**src/spi_pkg.sv**
```systemverilog
// ----------------------------------------------------------------------
// Shared types and constants of the SPI master peripheral.
// Modules pull these in with a wildcard import in their header.
// ----------------------------------------------------------------------
`default_nettype none

package spi_pkg;

    typedef logic [7:0] byte_t;      // data byte on the bus and the wire
    typedef logic [7:0] div_t;       // sck half period is div+1 clk cycles
    typedef logic [1:0] reg_addr_t;  // host register address

    // register map
    localparam reg_addr_t ADDR_CTRL   = 2'd0;
    localparam reg_addr_t ADDR_DIV    = 2'd1;
    localparam reg_addr_t ADDR_DATA   = 2'd2;
    localparam reg_addr_t ADDR_STATUS = 2'd3;

    // control register fields
    localparam int CTRL_CPOL_BIT = 0;
    localparam int CTRL_CPHA_BIT = 1;

    // status register fields
    localparam int STAT_BUSY_BIT     = 0;
    localparam int STAT_RX_READY_BIT = 1;
    localparam int STAT_OVERRUN_BIT  = 2;

    localparam div_t DIV_RESET = 8'd3;  // divider out of reset

    typedef enum logic [1:0] {
        IDLE,
        START,
        ACTIVE,
        STOP
    } spi_state_t;

endpackage

`default_nettype wire
```
**src/spi_top.sv**
```systemverilog
// ----------------------------------------------------------------------
// Top level of the SPI master peripheral. Joins the host register block
// to the transfer engine and brings out the SPI pins.
// ----------------------------------------------------------------------
`timescale 1ns/100ps
`default_nettype none

module spi_top import spi_pkg::*; (
    input  logic      clk,
    input  logic      rst_n,
    input  logic      wr_en,
    input  logic      rd_en,
    input  logic      miso,
    input  reg_addr_t addr,
    input  byte_t     wr_data,
    output byte_t     rd_data,
    output logic      ss,
    output logic      sck,
    output logic      mosi
);

    logic  tx_data_valid;
    logic  cpol;
    logic  cpha;
    logic  clk_divider_valid;
    logic  busy;
    logic  rx_data_valid;
    byte_t tx_data;
    byte_t rx_data;
    div_t  clk_divider;

    spi_regs u_spi_regs (
        .clk,
        .rst_n,
        .wr_en,
        .rd_en,
        .addr,
        .wr_data,
        .rd_data,
        .busy,
        .rx_data_valid,
        .rx_data,
        .tx_data_valid,
        .tx_data,
        .cpol,
        .cpha,
        .clk_divider_valid,
        .clk_divider
    );

    spi_master u_spi_master (
        .clk,
        .rst_n,
        .tx_data_valid,
        .miso,
        .cpol,
        .cpha,
        .clk_divider_valid,
        .tx_data,
        .clk_divider,
        .ss,
        .sck,
        .mosi,
        .busy,
        .rx_data_valid,
        .rx_data
    );

endmodule

`default_nettype wire

```
**src/spi_master.sv**
```systemverilog
// ----------------------------------------------------------------------
// SPI master transfer engine. A start pulse sends one byte MSB first on
// mosi while the byte on miso is shifted in, in any of the four SPI
// modes. The received byte is presented with a one-cycle valid pulse.
// ----------------------------------------------------------------------
`timescale 1ns/100ps
`default_nettype none

module spi_master import spi_pkg::*; (
    input  logic  clk,
    input  logic  rst_n,
    input  logic  tx_data_valid,
    input  logic  miso,
    input  logic  cpol,
    input  logic  cpha,
    input  logic  clk_divider_valid,
    input  byte_t tx_data,
    input  div_t  clk_divider,
    output logic  ss,
    output logic  sck,
    output logic  mosi,
    output logic  busy,
    output logic  rx_data_valid,
    output byte_t rx_data
);

    spi_state_t state;
    spi_state_t state_nxt;
    logic [3:0] bit_cnt;          // leading edges seen in ACTIVE
    logic [3:0] bit_cnt_nxt;
    logic       mode_cpol;        // mode held for the whole transfer
    logic       mode_cpha;
    logic       sck_en;
    logic       sck_en_nxt;
    logic       leading_edge;
    logic       trailing_edge;
    logic       shift_edge;
    logic       sample_edge;
    logic       ss_nxt;
    logic       sck_nxt;
    logic       mosi_nxt;
    logic       rx_data_valid_nxt;
    byte_t      tx_shift;
    byte_t      tx_shift_nxt;
    byte_t      rx_shift;
    byte_t      rx_shift_nxt;
    byte_t      rx_data_nxt;

    serial_clock_generator u_sck_gen (
        .clk,
        .rst_n,
        .en                (sck_en),
        .clk_divider_valid,
        .clk_divider,
        .leading_edge,
        .trailing_edge
    );

    // cpha 0 samples on leading edges, cpha 1 on trailing edges
    assign shift_edge  = mode_cpha ? leading_edge : trailing_edge;
    assign sample_edge = mode_cpha ? trailing_edge : leading_edge;
    assign busy        = (state != IDLE);

    always_comb begin
        state_nxt         = state;
        bit_cnt_nxt       = bit_cnt;
        ss_nxt            = ss;
        sck_nxt           = sck;
        mosi_nxt          = mosi;
        sck_en_nxt        = sck_en;
        rx_data_valid_nxt = 1'b0;
        tx_shift_nxt      = tx_shift;
        rx_shift_nxt      = rx_shift;
        rx_data_nxt       = rx_data;

        case (state)
            IDLE: begin
                sck_nxt = cpol;  // sck follows the idle level
                if (tx_data_valid)
                    state_nxt = START;
            end
            START: begin
                ss_nxt       = 1'b0;
                sck_en_nxt   = 1'b1;
                bit_cnt_nxt  = '0;
                tx_shift_nxt = tx_data;
                if (!mode_cpha) begin
                    mosi_nxt     = tx_data[7];  // first bit valid before first edge
                    tx_shift_nxt = {tx_data[6:0], 1'b0};
                end
                state_nxt = ACTIVE;
            end
            ACTIVE: begin
                if (leading_edge) begin
                    sck_nxt     = ~mode_cpol;
                    bit_cnt_nxt = bit_cnt + 1'b1;
                end else if (trailing_edge) begin
                    sck_nxt = mode_cpol;
                end
                if (shift_edge) begin
                    mosi_nxt     = tx_shift[7];
                    tx_shift_nxt = {tx_shift[6:0], 1'b0};
                end
                if (sample_edge)
                    rx_shift_nxt = {rx_shift[6:0], miso};
                if (trailing_edge && bit_cnt == 4'd8) begin
                    rx_data_nxt       = rx_shift_nxt;  // includes the last sample
                    rx_data_valid_nxt = 1'b1;
                    bit_cnt_nxt       = '0;
                    state_nxt         = STOP;
                end
            end
            STOP: begin
                if (leading_edge) begin
                    ss_nxt     = 1'b1;
                    sck_en_nxt = 1'b0;
                    state_nxt  = IDLE;
                end
            end
            default: state_nxt = IDLE;
        endcase
    end

    always_ff @(posedge clk or negedge rst_n) begin
        if (!rst_n) begin
            state         <= IDLE;
            bit_cnt       <= '0;
            ss            <= 1'b1;
            sck           <= 1'b0;
            mosi          <= 1'b0;
            sck_en        <= 1'b0;
            rx_data_valid <= 1'b0;
            mode_cpol     <= 1'b0;
            mode_cpha     <= 1'b0;
        end else begin
            state         <= state_nxt;
            bit_cnt       <= bit_cnt_nxt;
            ss            <= ss_nxt;
            sck           <= sck_nxt;
            mosi          <= mosi_nxt;
            sck_en        <= sck_en_nxt;
            rx_data_valid <= rx_data_valid_nxt;
            if (state == IDLE) begin
                mode_cpol <= cpol;
                mode_cpha <= cpha;
            end
        end
    end

    always_ff @(posedge clk) begin
        tx_shift <= tx_shift_nxt;
        rx_shift <= rx_shift_nxt;
        rx_data  <= rx_data_nxt;
    end

    // the slave stays selected for every bit of the byte
    a_ss_low_active : assert property (
        @(posedge clk) disable iff (!rst_n) (state == ACTIVE) |-> !ss);

endmodule

`default_nettype wire

```
**src/serial_clock_generator.sv**
```systemverilog
// ----------------------------------------------------------------------
// Edge pulse generator for the SPI clock. While enabled it emits
// leading and trailing edge pulses in turn, one every div+1 clk cycles,
// beginning with a leading edge.
// ----------------------------------------------------------------------
`timescale 1ns/100ps
`default_nettype none

module serial_clock_generator import spi_pkg::*; (
    input  logic clk,
    input  logic rst_n,
    input  logic en,
    input  logic clk_divider_valid,
    input  div_t clk_divider,
    output logic leading_edge,
    output logic trailing_edge
);

    div_t divider;    // latched divider value
    div_t count;      // cycles left until the next edge
    logic phase;      // 0: next edge is leading
    logic edge_due;

    always_ff @(posedge clk or negedge rst_n) begin
        if (!rst_n)
            divider <= DIV_RESET;
        else if (clk_divider_valid)
            divider <= clk_divider;
    end

    always_ff @(posedge clk or negedge rst_n) begin
        if (!rst_n) begin
            count <= DIV_RESET;
            phase <= 1'b0;
        end else if (!en) begin
            count <= divider;  // restart cleanly for the next transfer
            phase <= 1'b0;
        end else if (count == '0) begin
            count <= divider;
            phase <= ~phase;
        end else begin
            count <= count - 1'b1;
        end
    end

    assign edge_due      = en && (count == '0);
    assign leading_edge  = edge_due && !phase;
    assign trailing_edge = edge_due && phase;

    a_single_edge : assert property (
        @(posedge clk) disable iff (!rst_n) !(leading_edge && trailing_edge));

endmodule

`default_nettype wire

```
**src/spi_regs.sv**
```systemverilog
// ----------------------------------------------------------------------
// Host register block of the SPI master. Decodes write and read strobes,
// holds mode, divider and data registers and the status flags, and
// issues the start pulse toward the transfer engine.
// ----------------------------------------------------------------------
`timescale 1ns/100ps
`default_nettype none

module spi_regs import spi_pkg::*; (
    input  logic      clk,
    input  logic      rst_n,
    input  logic      wr_en,
    input  logic      rd_en,
    input  reg_addr_t addr,
    input  byte_t     wr_data,
    output byte_t     rd_data,
    input  logic      busy,
    input  logic      rx_data_valid,
    input  byte_t     rx_data,
    output logic      tx_data_valid,
    output byte_t     tx_data,
    output logic      cpol,
    output logic      cpha,
    output logic      clk_divider_valid,
    output div_t      clk_divider
);

    logic  start_pending;  // start issued, master not yet busy
    logic  rx_ready;
    logic  overrun;
    logic  start_ok;
    logic  rd_data_clr;
    byte_t rx_byte;
    byte_t ctrl_word;
    byte_t status_word;

    assign start_ok    = wr_en && (addr == ADDR_DATA) && !busy && !start_pending;
    assign rd_data_clr = rd_en && (addr == ADDR_DATA);

    always_comb begin
        ctrl_word                = '0;
        ctrl_word[CTRL_CPOL_BIT] = cpol;
        ctrl_word[CTRL_CPHA_BIT] = cpha;
    end

    always_comb begin
        status_word                    = '0;
        status_word[STAT_BUSY_BIT]     = busy || start_pending;
        status_word[STAT_RX_READY_BIT] = rx_ready;
        status_word[STAT_OVERRUN_BIT]  = overrun;
    end

    always_ff @(posedge clk or negedge rst_n) begin
        if (!rst_n) begin
            cpol              <= 1'b0;
            cpha              <= 1'b0;
            clk_divider       <= DIV_RESET;
            clk_divider_valid <= 1'b0;
            tx_data_valid     <= 1'b0;
            start_pending     <= 1'b0;
            rx_ready          <= 1'b0;
            overrun           <= 1'b0;
            rd_data           <= '0;
        end else begin
            clk_divider_valid <= wr_en && (addr == ADDR_DIV);
            tx_data_valid     <= start_ok;  // writes while busy are dropped
            if (wr_en && addr == ADDR_CTRL) begin
                cpol <= wr_data[CTRL_CPOL_BIT];
                cpha <= wr_data[CTRL_CPHA_BIT];
            end
            if (wr_en && addr == ADDR_DIV)
                clk_divider <= wr_data;
            if (start_ok)
                start_pending <= 1'b1;
            else if (busy)
                start_pending <= 1'b0;  // master has taken over
            if (rx_data_valid) begin
                rx_ready <= 1'b1;
                overrun  <= (rx_ready || overrun) && !rd_data_clr;
            end else if (rd_data_clr) begin
                rx_ready <= 1'b0;
                overrun  <= 1'b0;
            end
            if (rd_en) begin
                case (addr)
                    ADDR_CTRL: rd_data <= ctrl_word;
                    ADDR_DIV:  rd_data <= clk_divider;
                    ADDR_DATA: rd_data <= rx_byte;
                    default:   rd_data <= status_word;
                endcase
            end
        end
    end

    always_ff @(posedge clk) begin
        if (start_ok)
            tx_data <= wr_data;
        if (rx_data_valid)
            rx_byte <= rx_data;
    end

    // a start never reaches the master while it is running
    a_no_start_when_busy : assert property (
        @(posedge clk) disable iff (!rst_n) tx_data_valid |-> !busy);

endmodule

`default_nettype wire

```
**config.mk**
```make
export PLATFORM = sky130hd
export DESIGN_NAME = spi_top
export DESIGN_NICKNAME = d
export VERILOG_FILES = /design/src/spi_pkg.sv /design/src/spi_top.sv /design/src/spi_master.sv /design/src/serial_clock_generator.sv /design/src/spi_regs.sv
export SDC_FILE = /design/constraint.sdc
export NUM_CORES = 1
export LEC_CHECK = 0
export ABC_AREA = 1
export BUFFER_PORTS_ARGS = -buffer_cell sky130_fd_sc_hd__buf_4
export CORE_MARGIN = 4
export CORE_UTILIZATION = 60
export CTS_BUF_LIST = sky130_fd_sc_hd__clkbuf_8 sky130_fd_sc_hd__clkbuf_16
export CTS_CLUSTER_DIAMETER = 40
export DETAILED_ROUTE_END_ITERATION = 16
export GPL_TIMING_DRIVEN = 0
export PLACE_DENSITY = 0.79
export SETUP_SLACK_MARGIN = 0.2
export SKIP_LAST_GASP = 1
export SLEW_MARGIN = 0
export SYNTH_ARGS = -nofsm -noshare
export SYNTH_HDL_FRONTEND = slang
export SYNTH_HIERARCHICAL = 1
export SYNTH_SLANG_ARGS = --single-unit
```
**constraint.sdc**
```tcl
create_clock -name clk -period 3.9 [get_ports clk]
set_input_delay 0.585 -clock clk [delete_from_list [all_inputs] [get_ports clk]]
set_output_delay 0.585 -clock clk [all_outputs]
set_load 0.01 [all_outputs]
```
==> impl_metrics.yaml <==
status:
  outcome: "complete, no violations"
pwr:
  p_comb_frac: 0.299
  power_frac_clock: 0.236
  swShare: 0.3340
  seqPwrFrac: 0.466
  internal_power_mw: 2.076
  leakage_nw: 2.155
  powerDensity_nw_per_um2: 671.8
  peakVddDrop_uv: 308.7
  power_switching_mw: 1.041
die:
  dieArea_um2: 8275
  placementRows: 29
  initial_utilization: 0.6324
  coreArea_um2: 6531
  die_h_um: 90.97
  die_w_um: 90.97
  io-pin-count: 26
finish:
  nets: 479
  drive_gt1_frac: 0.1844
  mostFrequentLayoutCell: "nand2_1"
  design_area_um2: 4639
  syn_to_final_growth_pct: 12.33
  layout.cells.non_filler: 538
  layout_common_cells: "nand2_1, dfrtp_1, inv_1, edfxtp_1, nor2_1"
  n_antenna_cell: 0
setup_path:
  worstSetupStartpoint: "u_spi_master/u_sck_gen/count[3]"
  ff2ff_path_depth: 9
  rrSetupSlack_ns: 1.58
  crit_required_ns: 3.92
  crit_buf_inv: 3
  worstReg2RegEnd: "u_spi_master/rx_data[1]"
  cp_max_fo: 9
  r2r-start: "u_spi_master/u_sck_gen/count[3]"
  cpLargestDelayFamily: "simple AND/OR/NAND/NOR gates"
  cpMaxStageDelayCell: "dfrtp_1"
  path_depth: 9
  arrival_ns: 2.34
  path_cells: "nor2_2, nand2_1, inv_1, nand4_1, nor2_1, nand2_1, inv_1, nand3_1, inv_1"
  slowest_delay_ns: 0.42
  crit_type: "reg2reg"
  crit_top_cell: "inv_1"
  end_kind: "flip-flop"
  setup.worst_path.start_class: "flip-flop"
clock_tree:
  cts_sinks: 93
  cts_hold_buf: 0
  cts-root-buf: "clkbuf_8"
  cts_setup_buffers: 0
  cts_resized: 0
  clk-insertion-delay-late_ns: 0.36
  clkTransAtPathRegs_ns: 0.08
  cts_max_path_buffers: 2
  cts_buffers: 9
  htree_levels: 3
  cts_tree: "built"
yosys:
  ys_ff_latch: 93
  ys_seq_area_frac: 0.6141
  yosys_warnings: 6
  synth_area_um2: 4130
  syn-instance-count: 421
  avgSynthCellArea_um2: 9.810
  yosys-top-cells-area: "edfxtp_1, dfrtp_1, nand2_1"
  synth_cell_types: 29
  synth_top_area_cell: "edfxtp_1"
  mappedNetlistNets: 444
  synth_top_cell_area_share: 0.2908
global_route:
  grt_pass1_wl_um: 13530
  overflow: 0
  grt_pass1_vias: 2832
  grt_antenna_before_repair: 0
  track_usage: 0.2069
  grt_start_max_net_pins: 54
sta:
  tns_ns: 0
  fin_skew_ns: 0.01202
  timing.hold.ws_ns: 0.2503
  period_needed_ns: 2.324
  finalSetupViolCount: 0
  fin_crit_sh: 0.5959
  relSlewSlack: 0.1826
  slew_violations: 0
  max_freq_mhz: 430.3
  worst_pin_slew_ns: 1.217
  finalHoldViolCount: 0
  rsz0062_at_grt: "false"
placement:
  place.gp.congestion: 0.8490
  io_buffers: 24
  dp.cells: 522
  detailed_place_hpwl_um: 5779
  placed_cell_area_um2: 4407
worst_hold_path:
  min_path_type: "in2async"
run:
  cap_violations: 0
route:
  wl_per_cell_um: 14.63
  wl_um: 7870
  drc: 0
  viasPerCell: 5.348
  drt_iter0_markers: 176
  vias: 2877
  antenna_left: 0
  first_pass_iters: 4
## sequential cells by signal, indices dropped and copies added (netlist names), 2 cells and up
name / cells
u_spi_master/bit_cnt: 4
u_spi_regs/clk_divider: 8
u_spi_master/u_sck_gen/divider: 8
u_spi_master/rx_data: 8
u_spi_regs/rx_byte: 8
u_spi_regs/rd_data: 8
u_spi_master/u_sck_gen/count: 8
u_spi_regs/tx_data: 8
u_spi_master/state: 2
u_spi_master/tx_shift: 8
u_spi_master/rx_shift: 8
## how the worst max path moves through the flow
stage / slack, ns / to
2_1_floorplan: 1.97 / u_spi_regs/tx_data[0]
3_5_place_dp: 1.63 / u_spi_regs/tx_data[4]
3_3_place_gp: 1.69 / u_spi_master/rx_data[5]
6_report: 1.58 / u_spi_master/rx_data[1]
5_1_grt: 1.41 / u_spi_master/rx_data[1]
4_1_cts: 1.62 / u_spi_master/rx_shift[5]
## layout make-up
class / count / area, um2
clock inverters: 7 / 108.9
clock buffers: 9 / 123.9
flip-flops and latches: 93 / 2536
inverters: 46 / 172.7
repair buffers: 24 / 180.2
plain buffers: 9 / 75.07
fillers: 465 / 1892
well taps: 77 / 96.34
multi-input cells: 273 / 1346
## per-layer routing
layer	GRT usage	up-vias	part of all wire
met5	0	-	0
met4	0.07538	0	0.017
met3	0.05124	13	0.042
met2	0.3317	66	0.49
met1	0.2766	1362	0.45
li1	-	1436	-
## cell families after synthesis
logic type / synth area share
multiplexers: 0.01636
flip-flops: 0.6141
AND/OR/NAND/NOR: 0.2075
AO/OA/AOI/OAI: 0.06937
adder cells (fa/ha/maj): 0.02424
XOR/XNOR: 0.008484
buffers and inverters: 0.05998
## synthesized netlist by cell type, drive strengths merged
| master | n |
|---|---|
| nor2 | 35 |
| edfxtp | 40 |
| ha | 8 |
| o21bai | 2 |
| nand2 | 139 |
| buf | 9 |
| o21ai | 27 |
| dfstp | 7 |
| nor3 | 2 |
| a31oi | 1 |
| xnor2 | 2 |
| mux2 | 6 |
| o21a | 1 |
| a21oi | 20 |
| nand3 | 21 |
| inv | 46 |
| dfrtp | 46 |
| xor2 | 2 |
| nand4 | 7 |
## power groups by stage
stage	sequential (mW)	combinational, mW	clock [mW]
after floorplan	1.44	0.683	0
after global placement	1.46	0.877	0
after detailed placement	1.47	0.920	0
after CTS	1.45	0.927	0.744
after global routing	1.48	1.06	0.795
final	1.45	0.932	0.734
## through the flow
| step | worst slack [ns] | total power, mW | util |
|---|---|---|---|
| 2_1_floorplan | 1.972 | 2.125 | - |
| 3_3_place_gp | 1.694 | 2.336 | 0.6747 |
| 3_5_place_dp | 1.629 | 2.391 | 0.6747 |
| 4_1_cts | 1.620 | 3.123 | 0.7103 |
| 5_1_grt | 1.406 | 3.333 | 0.7103 |
| 6_report | 1.576 | 3.117 | 0.7103 |
Power figures use the tool's default switching activity.
